## config.mk

```make
export PLATFORM = sky130hd
export DESIGN_NAME = mips_debug_top
export DESIGN_NICKNAME = d
export VERILOG_FILES = /design/src/mips_debug_pkg.sv /design/src/mips_debug_top.sv /design/src/accum_core.sv /design/src/instr_mem.sv /design/src/debug_unit.sv /design/src/uart_tx.sv /design/src/uart_rx.sv
export SDC_FILE = /design/constraint.sdc
export NUM_CORES = 2
export LEC_CHECK = 0
export BUFFER_PORTS_ARGS = -buffer_cell sky130_fd_sc_hd__buf_4
export CORE_MARGIN = 2
export CORE_UTILIZATION = 30
export DETAILED_ROUTE_END_ITERATION = 8
export PLACE_DENSITY = 0.43
export SLEW_MARGIN = 15
export SYNTH_ARGS = -nofsm -noshare
export SYNTH_HDL_FRONTEND = slang
export SYNTH_SLANG_ARGS = --single-unit
```

## constraint.sdc

```tcl
create_clock -name clk -period 8.28 [get_ports clk]
set_input_delay 1.656 -clock clk [delete_from_list [all_inputs] [get_ports clk]]
set_output_delay 1.656 -clock clk [all_outputs]
set_load 0.01 [all_outputs]
```

## src/mips_debug_pkg.sv

```systemverilog
`default_nettype none

package mips_debug_pkg;

	////////////////////////////////////////////////////////////////////////////
	// instruction set of the accumulator core
	////////////////////////////////////////////////////////////////////////////

	// opcode sits in bits 31:26 of every instruction word
	typedef enum logic [5:0] {
		op_jmp  = 6'h02,
		op_addi = 6'h08,
		op_xori = 6'h0E,
		op_halt = 6'h3F
	} opcode_t;

	////////////////////////////////////////////////////////////////////////////
	// host side
	////////////////////////////////////////////////////////////////////////////

	typedef enum logic [7:0] {
		cmd_start      = 8'h01,	// followed by the program bytes
		cmd_continuous = 8'h02,
		cmd_step_mode  = 8'h03,
		cmd_reprogram  = 8'h05,
		cmd_step       = 8'h06	// only meaningful in step mode
	} debug_cmd_t;

	// one received byte, valid for a single cycle
	typedef struct packed {
		logic       valid;
		logic [7:0] data;
	} rx_byte_t;

	// loader write into instruction memory
	typedef struct packed {
		logic        en;
		logic [15:0] addr;	// only the low address bits reach the memory
		logic [31:0] data;
	} imem_wr_t;

	typedef struct packed {
		logic        halted;
		logic [31:0] acc;
	} core_status_t;

	localparam int report_bytes = 4;	// accumulator, lsb first

endpackage

`default_nettype wire
```

## src/mips_debug_top.sv

```systemverilog
`timescale 1ns/10ps
`default_nettype none

module mips_debug_top #(
	parameter int clks_per_bit    = 8,
	parameter int imem_addr_width = 6
) (
	input  logic clk,
	input  logic reset,
	input  logic rx,
	output logic tx
);

	import mips_debug_pkg::*;

	rx_byte_t                   rx_byte;
	imem_wr_t                   imem_wr;
	core_status_t               status;
	logic                       tx_start;
	logic [7:0]                 tx_data;
	logic                       tx_busy;
	logic                       tx_done;
	logic                       run;
	logic                       clear;
	logic                       retire;
	logic [imem_addr_width-1:0] fetch_addr;
	logic [31:0]                fetch_data;

	////////////////////////////////////////////////////////////////////////////
	// serial link
	////////////////////////////////////////////////////////////////////////////

	uart_rx #(
		.clks_per_bit(clks_per_bit)
	) i_uart_rx (
		.clk    (clk),
		.reset  (reset),
		.rx     (rx),
		.rx_byte(rx_byte)
	);

	uart_tx #(
		.clks_per_bit(clks_per_bit)
	) i_uart_tx (
		.clk     (clk),
		.reset   (reset),
		.tx_start(tx_start),
		.tx_data (tx_data),
		.tx      (tx),
		.tx_busy (tx_busy),
		.tx_done (tx_done)
	);

	////////////////////////////////////////////////////////////////////////////
	// debug control, program memory and core
	////////////////////////////////////////////////////////////////////////////

	debug_unit #(
		.imem_addr_width(imem_addr_width)
	) i_debug_unit (
		.clk     (clk),
		.reset   (reset),
		.rx_byte (rx_byte),
		.tx_busy (tx_busy),
		.tx_done (tx_done),
		.tx_start(tx_start),
		.tx_data (tx_data),
		.imem_wr (imem_wr),
		.run     (run),
		.clear   (clear),
		.retire  (retire),
		.status  (status)
	);

	instr_mem #(
		.imem_addr_width(imem_addr_width)
	) i_instr_mem (
		.clk       (clk),
		.imem_wr   (imem_wr),
		.fetch_addr(fetch_addr),
		.fetch_data(fetch_data)
	);

	accum_core #(
		.imem_addr_width(imem_addr_width)
	) i_accum_core (
		.clk       (clk),
		.reset     (reset),
		.run       (run),
		.clear     (clear),
		.fetch_addr(fetch_addr),
		.fetch_data(fetch_data),
		.retire    (retire),
		.status    (status)
	);

endmodule

`default_nettype wire

```

## src/accum_core.sv

```systemverilog
`timescale 1ns/10ps
`default_nettype none

module accum_core #(
	parameter int imem_addr_width = 6
) (
	input  logic                         clk,
	input  logic                         reset,
	input  logic                         run,
	input  logic                         clear,
	output logic [imem_addr_width-1:0]   fetch_addr,
	input  logic [31:0]                  fetch_data,
	output logic                         retire,
	output mips_debug_pkg::core_status_t status
);

	import mips_debug_pkg::*;

	logic [imem_addr_width-1:0] pc;
	logic [31:0]                acc;
	logic                       halted;
	logic                       exec_phase;	// 0 fetch, 1 execute
	opcode_t                    op;
	logic [31:0]                imm_sext;
	logic [31:0]                imm_zext;
	logic                       active;

	assign op = opcode_t'(fetch_data[31:26]);
	assign imm_sext = {{16{fetch_data[15]}}, fetch_data[15:0]};
	assign imm_zext = {16'h0000, fetch_data[15:0]};

	assign active = run && !halted;
	assign fetch_addr = pc;
	assign retire = active && exec_phase;
	assign status = '{halted: halted, acc: acc};

	always_ff @(posedge clk)
	begin
		if (reset || clear)
		begin
			pc <= '0;
			acc <= '0;
			halted <= 1'b0;
			exec_phase <= 1'b0;
		end
		else if (active)
		begin
			exec_phase <= !exec_phase;
			if (exec_phase)
			begin
				// fetch_data holds the word addressed by pc
				case (op)
					op_addi:
					begin
						acc <= acc + imm_sext;
						pc <= pc + 1'b1;
					end
					op_xori:
					begin
						acc <= acc ^ imm_zext;
						pc <= pc + 1'b1;
					end
					op_jmp:
						pc <= fetch_data[imem_addr_width-1:0];
					op_halt:
						halted <= 1'b1;	// pc stays on the halt word
					default:
						pc <= pc + 1'b1;	// no-op
				endcase
			end
		end
	end

endmodule

`default_nettype wire

```

## src/instr_mem.sv

```systemverilog
`timescale 1ns/10ps
`default_nettype none

module instr_mem #(
	parameter int imem_addr_width = 6
) (
	input  logic                       clk,
	input  mips_debug_pkg::imem_wr_t   imem_wr,
	input  logic [imem_addr_width-1:0] fetch_addr,
	output logic [31:0]                fetch_data
);

	logic [31:0] mem [2**imem_addr_width];

	always_ff @(posedge clk)
	begin
		if (imem_wr.en)
			mem[imem_wr.addr[imem_addr_width-1:0]] <= imem_wr.data;
		fetch_data <= mem[fetch_addr];	// one cycle read latency
	end

endmodule

`default_nettype wire

```

## src/debug_unit.sv

```systemverilog
`timescale 1ns/10ps
`default_nettype none

module debug_unit #(
	parameter int imem_addr_width = 6
) (
	input  logic                         clk,
	input  logic                         reset,
	input  mips_debug_pkg::rx_byte_t     rx_byte,
	input  logic                         tx_busy,
	input  logic                         tx_done,
	output logic                         tx_start,
	output logic [7:0]                   tx_data,
	output mips_debug_pkg::imem_wr_t     imem_wr,
	output logic                         run,
	output logic                         clear,
	input  logic                         retire,
	input  mips_debug_pkg::core_status_t status
);

	import mips_debug_pkg::*;

	localparam int cnt_w = $clog2(report_bytes) + 1;

	typedef enum logic [2:0] {
		idle,
		programming,
		waiting,
		step_wait,
		stepping,
		continuous,
		sending
	} state_t;

	state_t                     state;
	debug_cmd_t                 cmd;
	logic [1:0]                 byte_idx;	// byte position inside the word being loaded
	logic [23:0]                word_lo;
	logic [31:0]                next_word;
	logic [imem_addr_width-1:0] load_addr;
	logic [31:0]                report_sr;
	logic [cnt_w-1:0]           report_cnt;
	logic                       report_load;	// first report byte still to launch
	logic                       from_step;

	assign cmd = debug_cmd_t'(rx_byte.data);
	assign next_word = {rx_byte.data, word_lo};

	always_ff @(posedge clk)
	begin
		tx_start <= 1'b0;
		clear <= 1'b0;
		imem_wr.en <= 1'b0;
		if (reset)
		begin
			state <= idle;
			run <= 1'b0;
			report_load <= 1'b0;
			from_step <= 1'b0;
		end
		else
		begin
			case (state)
				idle:
					if (rx_byte.valid && cmd == cmd_start)
					begin
						clear <= 1'b1;	// fresh pc, acc and halted
						byte_idx <= '0;
						load_addr <= '0;
						state <= programming;
					end

				////////////////////////////////////////////////////////////////////
				// program load, four bytes per word, lsb first
				////////////////////////////////////////////////////////////////////
				programming:
					if (rx_byte.valid)
					begin
						byte_idx <= byte_idx + 2'd1;
						if (byte_idx == 2'd3)
						begin
							imem_wr.en <= 1'b1;
							imem_wr.addr <= 16'(load_addr);
							imem_wr.data <= next_word;
							load_addr <= load_addr + 1'b1;	// wraps past the memory depth
							if (opcode_t'(rx_byte.data[7:2]) == op_halt)
								state <= waiting;	// halt word is the last one
						end
						else
							word_lo <= {rx_byte.data, word_lo[23:8]};
					end

				waiting:
					if (rx_byte.valid)
					begin
						case (cmd)
							cmd_continuous:
							begin
								from_step <= 1'b0;
								run <= 1'b1;
								state <= continuous;
							end
							cmd_step_mode:
								state <= step_wait;
							cmd_reprogram:
								state <= idle;
							default: ;	// unknown bytes are dropped
						endcase
					end

				////////////////////////////////////////////////////////////////////
				// execution control
				////////////////////////////////////////////////////////////////////
				step_wait:
					if (rx_byte.valid && cmd == cmd_step)
					begin
						from_step <= 1'b1;
						if (status.halted)
						begin
							report_load <= 1'b1;	// nothing left to run
							state <= sending;
						end
						else
						begin
							run <= 1'b1;
							state <= stepping;
						end
					end
					else if (rx_byte.valid && cmd == cmd_reprogram)
						state <= idle;

				stepping:
					if (retire)
					begin
						run <= 1'b0;
						report_load <= 1'b1;
						state <= sending;
					end

				continuous:
					if (status.halted)
					begin
						run <= 1'b0;
						report_load <= 1'b1;
						state <= sending;
					end

				////////////////////////////////////////////////////////////////////
				// accumulator report
				////////////////////////////////////////////////////////////////////
				sending:
					if (report_load)
					begin
						if (!tx_busy)
						begin
							report_load <= 1'b0;
							tx_start <= 1'b1;
							tx_data <= status.acc[7:0];
							report_sr <= {8'h00, status.acc[31:8]};
							report_cnt <= cnt_w'(1);
						end
					end
					else if (tx_done)
					begin
						if (report_cnt == cnt_w'(report_bytes))
							state <= from_step ? step_wait : waiting;
						else
						begin
							tx_start <= 1'b1;
							tx_data <= report_sr[7:0];
							report_sr <= {8'h00, report_sr[31:8]};
							report_cnt <= report_cnt + 1'b1;
						end
					end

				default:
					state <= idle;
			endcase
		end
	end

endmodule

`default_nettype wire

```

## src/uart_tx.sv

```systemverilog
`timescale 1ns/10ps
`default_nettype none

module uart_tx #(
	parameter int clks_per_bit = 8
) (
	input  logic       clk,
	input  logic       reset,
	input  logic       tx_start,
	input  logic [7:0] tx_data,
	output logic       tx,
	output logic       tx_busy,
	output logic       tx_done
);

	localparam int cnt_w = $clog2(clks_per_bit) + 1;

	typedef enum logic [1:0] {
		idle,
		start,
		data,
		stop
	} tx_state_t;

	tx_state_t        state;
	logic [cnt_w-1:0] bit_cnt;
	logic [2:0]       bit_idx;
	logic [7:0]       shift;
	logic             bit_end;

	assign bit_end = (bit_cnt == cnt_w'(clks_per_bit - 1));
	assign tx_busy = (state != idle);

	always_ff @(posedge clk)
	begin
		tx_done <= 1'b0;
		if (reset)
		begin
			state <= idle;
			tx <= 1'b1;
		end
		else
		begin
			bit_cnt <= bit_end ? '0 : bit_cnt + 1'b1;	// free running within a frame
			case (state)
				idle:
				begin
					tx <= 1'b1;
					bit_cnt <= '0;
					if (tx_start)
					begin
						shift <= tx_data;
						tx <= 1'b0;	// start bit from the next cycle on
						state <= start;
					end
				end
				start:
					if (bit_end)
					begin
						tx <= shift[0];
						bit_idx <= '0;
						state <= data;
					end
				data:
					if (bit_end)
					begin
						if (bit_idx == 3'd7)
						begin
							tx <= 1'b1;
							state <= stop;
						end
						else
						begin
							tx <= shift[1];
							shift <= {1'b0, shift[7:1]};
							bit_idx <= bit_idx + 3'd1;
						end
					end
				stop:
					if (bit_end)
					begin
						tx_done <= 1'b1;
						state <= idle;
					end
				default:
					state <= idle;
			endcase
		end
	end

endmodule

`default_nettype wire

```

## src/uart_rx.sv

```systemverilog
`timescale 1ns/10ps
`default_nettype none

module uart_rx #(
	parameter int clks_per_bit = 8
) (
	input  logic                     clk,
	input  logic                     reset,
	input  logic                     rx,
	output mips_debug_pkg::rx_byte_t rx_byte
);

	localparam int cnt_w = $clog2(clks_per_bit) + 1;

	typedef enum logic [1:0] {
		rx_idle,
		rx_start,
		rx_data,
		rx_stop
	} rx_state_t;

	rx_state_t        state;
	logic [1:0]       rx_sync;	// two flop synchronizer
	logic [cnt_w-1:0] bit_cnt;
	logic [2:0]       bit_idx;
	logic [7:0]       shift;

	always_ff @(posedge clk)
	begin
		rx_sync <= {rx_sync[0], rx};
		rx_byte.valid <= 1'b0;
		if (reset)
		begin
			state <= rx_idle;
			rx_sync <= 2'b11;	// line idles high
		end
		else
		begin
			case (state)
				rx_idle:
					if (!rx_sync[1])
					begin
						bit_cnt <= '0;
						state <= rx_start;
					end
				rx_start:
					// wait half a bit to land in the middle of the start bit
					if (bit_cnt == cnt_w'(clks_per_bit / 2 - 1))
					begin
						bit_cnt <= '0;
						bit_idx <= '0;
						state <= rx_sync[1] ? rx_idle : rx_data;	// glitch, not a start bit
					end
					else
						bit_cnt <= bit_cnt + 1'b1;
				rx_data:
					if (bit_cnt == cnt_w'(clks_per_bit - 1))
					begin
						bit_cnt <= '0;
						shift <= {rx_sync[1], shift[7:1]};	// lsb first
						if (bit_idx == 3'd7)
							state <= rx_stop;
						else
							bit_idx <= bit_idx + 3'd1;
					end
					else
						bit_cnt <= bit_cnt + 1'b1;
				rx_stop:
					if (bit_cnt == cnt_w'(clks_per_bit - 1))
					begin
						rx_byte.valid <= rx_sync[1];	// drop frames with a low stop bit
						rx_byte.data <= shift;
						state <= rx_idle;
					end
					else
						bit_cnt <= bit_cnt + 1'b1;
				default:
					state <= rx_idle;
			endcase
		end
	end

endmodule

`default_nettype wire

```

==> flow_metrics.py <==
metrics = {
    "outcome": {
        "outcome": "completed",
    },
    "logic_synthesis": {
        "synth-seq-area-share": 0.7546,
        "avgSynthCellArea_um2": 21.28,
        "synth_top_family_by_area": "multiplexers",
        "synth_compound_area_frac": 0.02092,
        "post_synth_xor_area_fraction": 0.005108,
        "async_flop_share": 0,
        "ys_ff_latch": 1621,
        "yosys_warnings": 0,
        "synth-main-ff-cell": "edfxtp_1",
        "yosys.area.top_type": "edfxtp_1",
        "synthSimpleGateAreaFrac": 0.02940,
        "synth_edf_count": 1541,
        "synthMuxAreaShare": 0.1688,
        "synth_fa_ha_area_frac": 0.009387,
        "synthCells": 2982,
        "synth_top_area_share": 0.7294,
        "syn-num-nets": 3032,
        "synth_commonest_cells": "edfxtp_1 (1,541), mux4_2 (456), nor2_1 (150), clkbuf_1 (93), nand2_1 (84)",
        "synth_cell_types": 59,
        "syn_area_um2": 63440,
        "ys_top_cells_by_area": "edfxtp_1 (73%), mux4_2 (16%), dfxtp_1 (2.5%), ha_1 (0.91%), nor2_1 (0.89%)",
        "synth_most_common_cell": "edfxtp_1",
    },
    "floorplanning": {
        "fp.dieArea_um2": 215200,
        "core_area_um2": 210000,
        "die_w_um": 463.9,
        "die_y_um": 463.9,
        "rows": 168,
        "num_io_pins": 4,
        "start_util": 0.3021,
    },
    "final_layout": {
        "regArea_um2": 47890,
        "final_layout_size_suffix_gt1_frac": 0.2931,
        "multi_input_area_um2": 15050,
        "fin_nets": 3175,
        "area_growth_pct": 15.42,
        "instances_no_fill": 6079,
        "fillers": 19280,
        "postLayoutCellArea_um2": 73230,
    },
    "power_and_ir_drop": {
        "vdd_drop_max_mv": 0.2048,
        "power.density_nw_per_um2": 229.0,
        "static-leakage-power_nw": 21.94,
        "total_power_mw": 16.77,
    },
    "clock_network": {
        "clk_pin_slew_worst_paths_ps": 60,
        "clock_latency_ps": 810,
        "cts_max_path_buffers": 3,
        "cts_setup_buffers": 0,
        "cts_resized": 0,
        "cts.hold.buffers_added": 0,
        "cts-root-buf": "clkbuf_16",
        "htreeDepth": 4,
        "numCtsBuffers": 177,
        "clock-sinks": 1621,
        "cts_tree": "built",
    },
    "route": {
        "drtIter0Drc": 3188,
        "via_count": 30560,
        "drtAntennaViolNets": 0,
        "avgRoutedWirePerCell_um": 28.51,
        "drt_wl_total_um": 173300,
        "viasPerCell": 5.028,
        "drcViolationCount": 0,
        "drtPass1Iterations": 8,
    },
    "min_path": {
        "hp-class": "flop to flop",
    },
    "placed_design": {
        "gp_congestion": 0.7769,
        "dp_cells": 5751,
        "place_area_um2": 67460,
        "dp_hpwl_um": 95170,
        "portBuffers": 3,
    },
    "setup_path": {
        "path_depth": 5,
        "r2r_start": "i_accum_core.fetch_addr[1]",
        "worstPathMaxFanout": 56,
        "critical_path_buf_inv_count": 2,
        "slowest_stage": "buf_4",
        "arrival_ps": 4660,
        "rrSetupSlack_ps": 4310,
        "cp_data_required_time_ps": 8970,
        "path_cells": "buf_4, buf_4, mux4_2, mux4_2, mux4_2",
        "criticalPathCategory": "flop to flop",
        "cp-end-kind": "flop",
        "cp-startpoint": "i_accum_core.fetch_addr[1]",
        "slowest_delay_ps": 790,
        "critPathLaunchType": "flop",
        "r2r_end": "i_instr_mem.fetch_data[27]",
        "rr_worst_depth": 5,
        "crit_family": "buffers and inverters",
        "cp_common_cell": "mux4_2",
        "crit_path_end": "i_instr_mem.fetch_data[27]",
    },
    "sta": {
        "hold_viol_final": 0,
        "setup_tns_ps": 0,
        "grt_setup_unrepaired": "false",
        "max-slew-margin-rel": 0.2989,
        "setup_viol": 0,
        "layout_min_cycle_time_ps": 3972,
        "period_share": 0.4797,
        "drv_slew": 0,
        "hold_ws_ps": 406.5,
        "tightest_slew_ps": 1045,
        "max_freq_mhz": 251.8,
        "finClkSkew_ps": 34.28,
    },
    "global_route": {
        "antenna_found_initial": 9,
        "overflow": 0,
        "grt_pass1_wl_um": 244500,
        "grt_pass1_vias": 31770,
        "grt_usage": 0.1601,
        "grt_max_degree": 125,
    },
    "run": {
        "maxCapViolCount": 0,
    },
}
## cells by family after synthesis
kind of cell / count (synthesis)
flip-flops: 1621
multiplexers: 496
AND/OR/NAND/NOR: 395
AO/OA/AOI/OAI: 212
buffers and inverters: 174
adder cells (fa/ha/maj): 47
XOR/XNOR: 37
## metal layers
layer	vias to the layer above	global-route usage	wire, um
li1	12770	-	-
met1	16770	0.2221	77190
met2	816	0.2657	85110
met3	217	0.02309	7826
met4	0	0.03736	3168
met5	-	0	0
## flip-flops by register name, summed over array words and instances, names as in the netlist, 9 cells and up, named ones only
| register | flops |
|---|---|
| i_instr_mem.mem | 1408 |
| i_accum_core.acc | 32 |
| i_debug_unit.imem_wr | 29 |
| i_debug_unit.report_sr | 24 |
| i_debug_unit.word_lo | 24 |
| i_instr_mem.fetch_data | 22 |
| i_uart_rx.rx_byte | 9 |
## cells in the final DEF (no fill, tap or decap), types with 8 or more instances in the layout
cell type  count
edfxtp_1    1541
clkbuf_16    181
or2_2          8
and2_1        13
nand3_1       23
o21ai_0       46
mux4_2       456
buf_4        113
o211ai_1       8
mux2_2        31
nand4_1       14
clkinv_2      39
a21o_1        16
inv_1         18
mux2i_1        9
a31oi_1       14
clkinv_1      23
ha_1          46
nand2b_1       8
a211oi_1      26
nor2b_1       19
dfxtp_1       76
bufinv_16     16
nor2_1        88
and3_1        13
nand2_1       84
xnor2_1       22
xor2_1        15
a21oi_1       62
nor2_2        62
clkbuf_1      41
nor3_1        23
## worst register-to-register path, stage by stage, from the launching register on
cell and delay, ps:
dfxtp_4 770, buf_4 730, buf_4 850, mux4_2 500
mux4_2 530, mux4_2 480
## area by class of cell
type,instances,area share
Sequential cell,1621,0.6540
Multi-Input combinational cell,1187,0.2055
Clock buffer,229,0.06527
Tap cell,2805,0.04793
Clock inverter,97,0.01331
Timing Repair Buffer,119,0.01299
Inverter,19,0.0009739
Antenna cell,2,0.00006834
## worst min-delay path by stage
stage | slack, ps | start | cells past startpoint | endpoint
floorplan | 390 | i_uart_rx.rx_sync[0] | 1 | i_uart_rx.rx_sync[1]
global placement | 400 | i_debug_unit.word_lo[3] | 0 | i_debug_unit.imem_wr[3]
detailed placement | 400 | i_uart_rx.rx_sync[0] | 1 | i_uart_rx.rx_sync[1]
CTS | 410 | i_debug_unit.word_lo[19] | 0 | i_debug_unit.word_lo[11]
global route | 420 | i_debug_unit.word_lo[19] | 0 | i_debug_unit.word_lo[11]
finish | 410 | i_debug_unit.word_lo[19] | 0 | i_debug_unit.word_lo[11]
## metrics by stage
stage                     utilization  worst slack [ps]
after floorplan                     -              4172
after global routing           0.3487              4187
after global placement         0.3210              3856
after CTS                      0.3486              4278
after detailed placement       0.3212              4251
final                          0.3487              4308
## where the power goes
part	internal (mW)	switching (mW)	leakage (nW)	total [mW]
combinational	0.0305	0.0477	4.59	0.0782
sequential	8.85	0.0100	14.5	8.86
clock	4.58	3.25	2.83	7.83
Note: power is estimated with default switching activity, not from simulation.
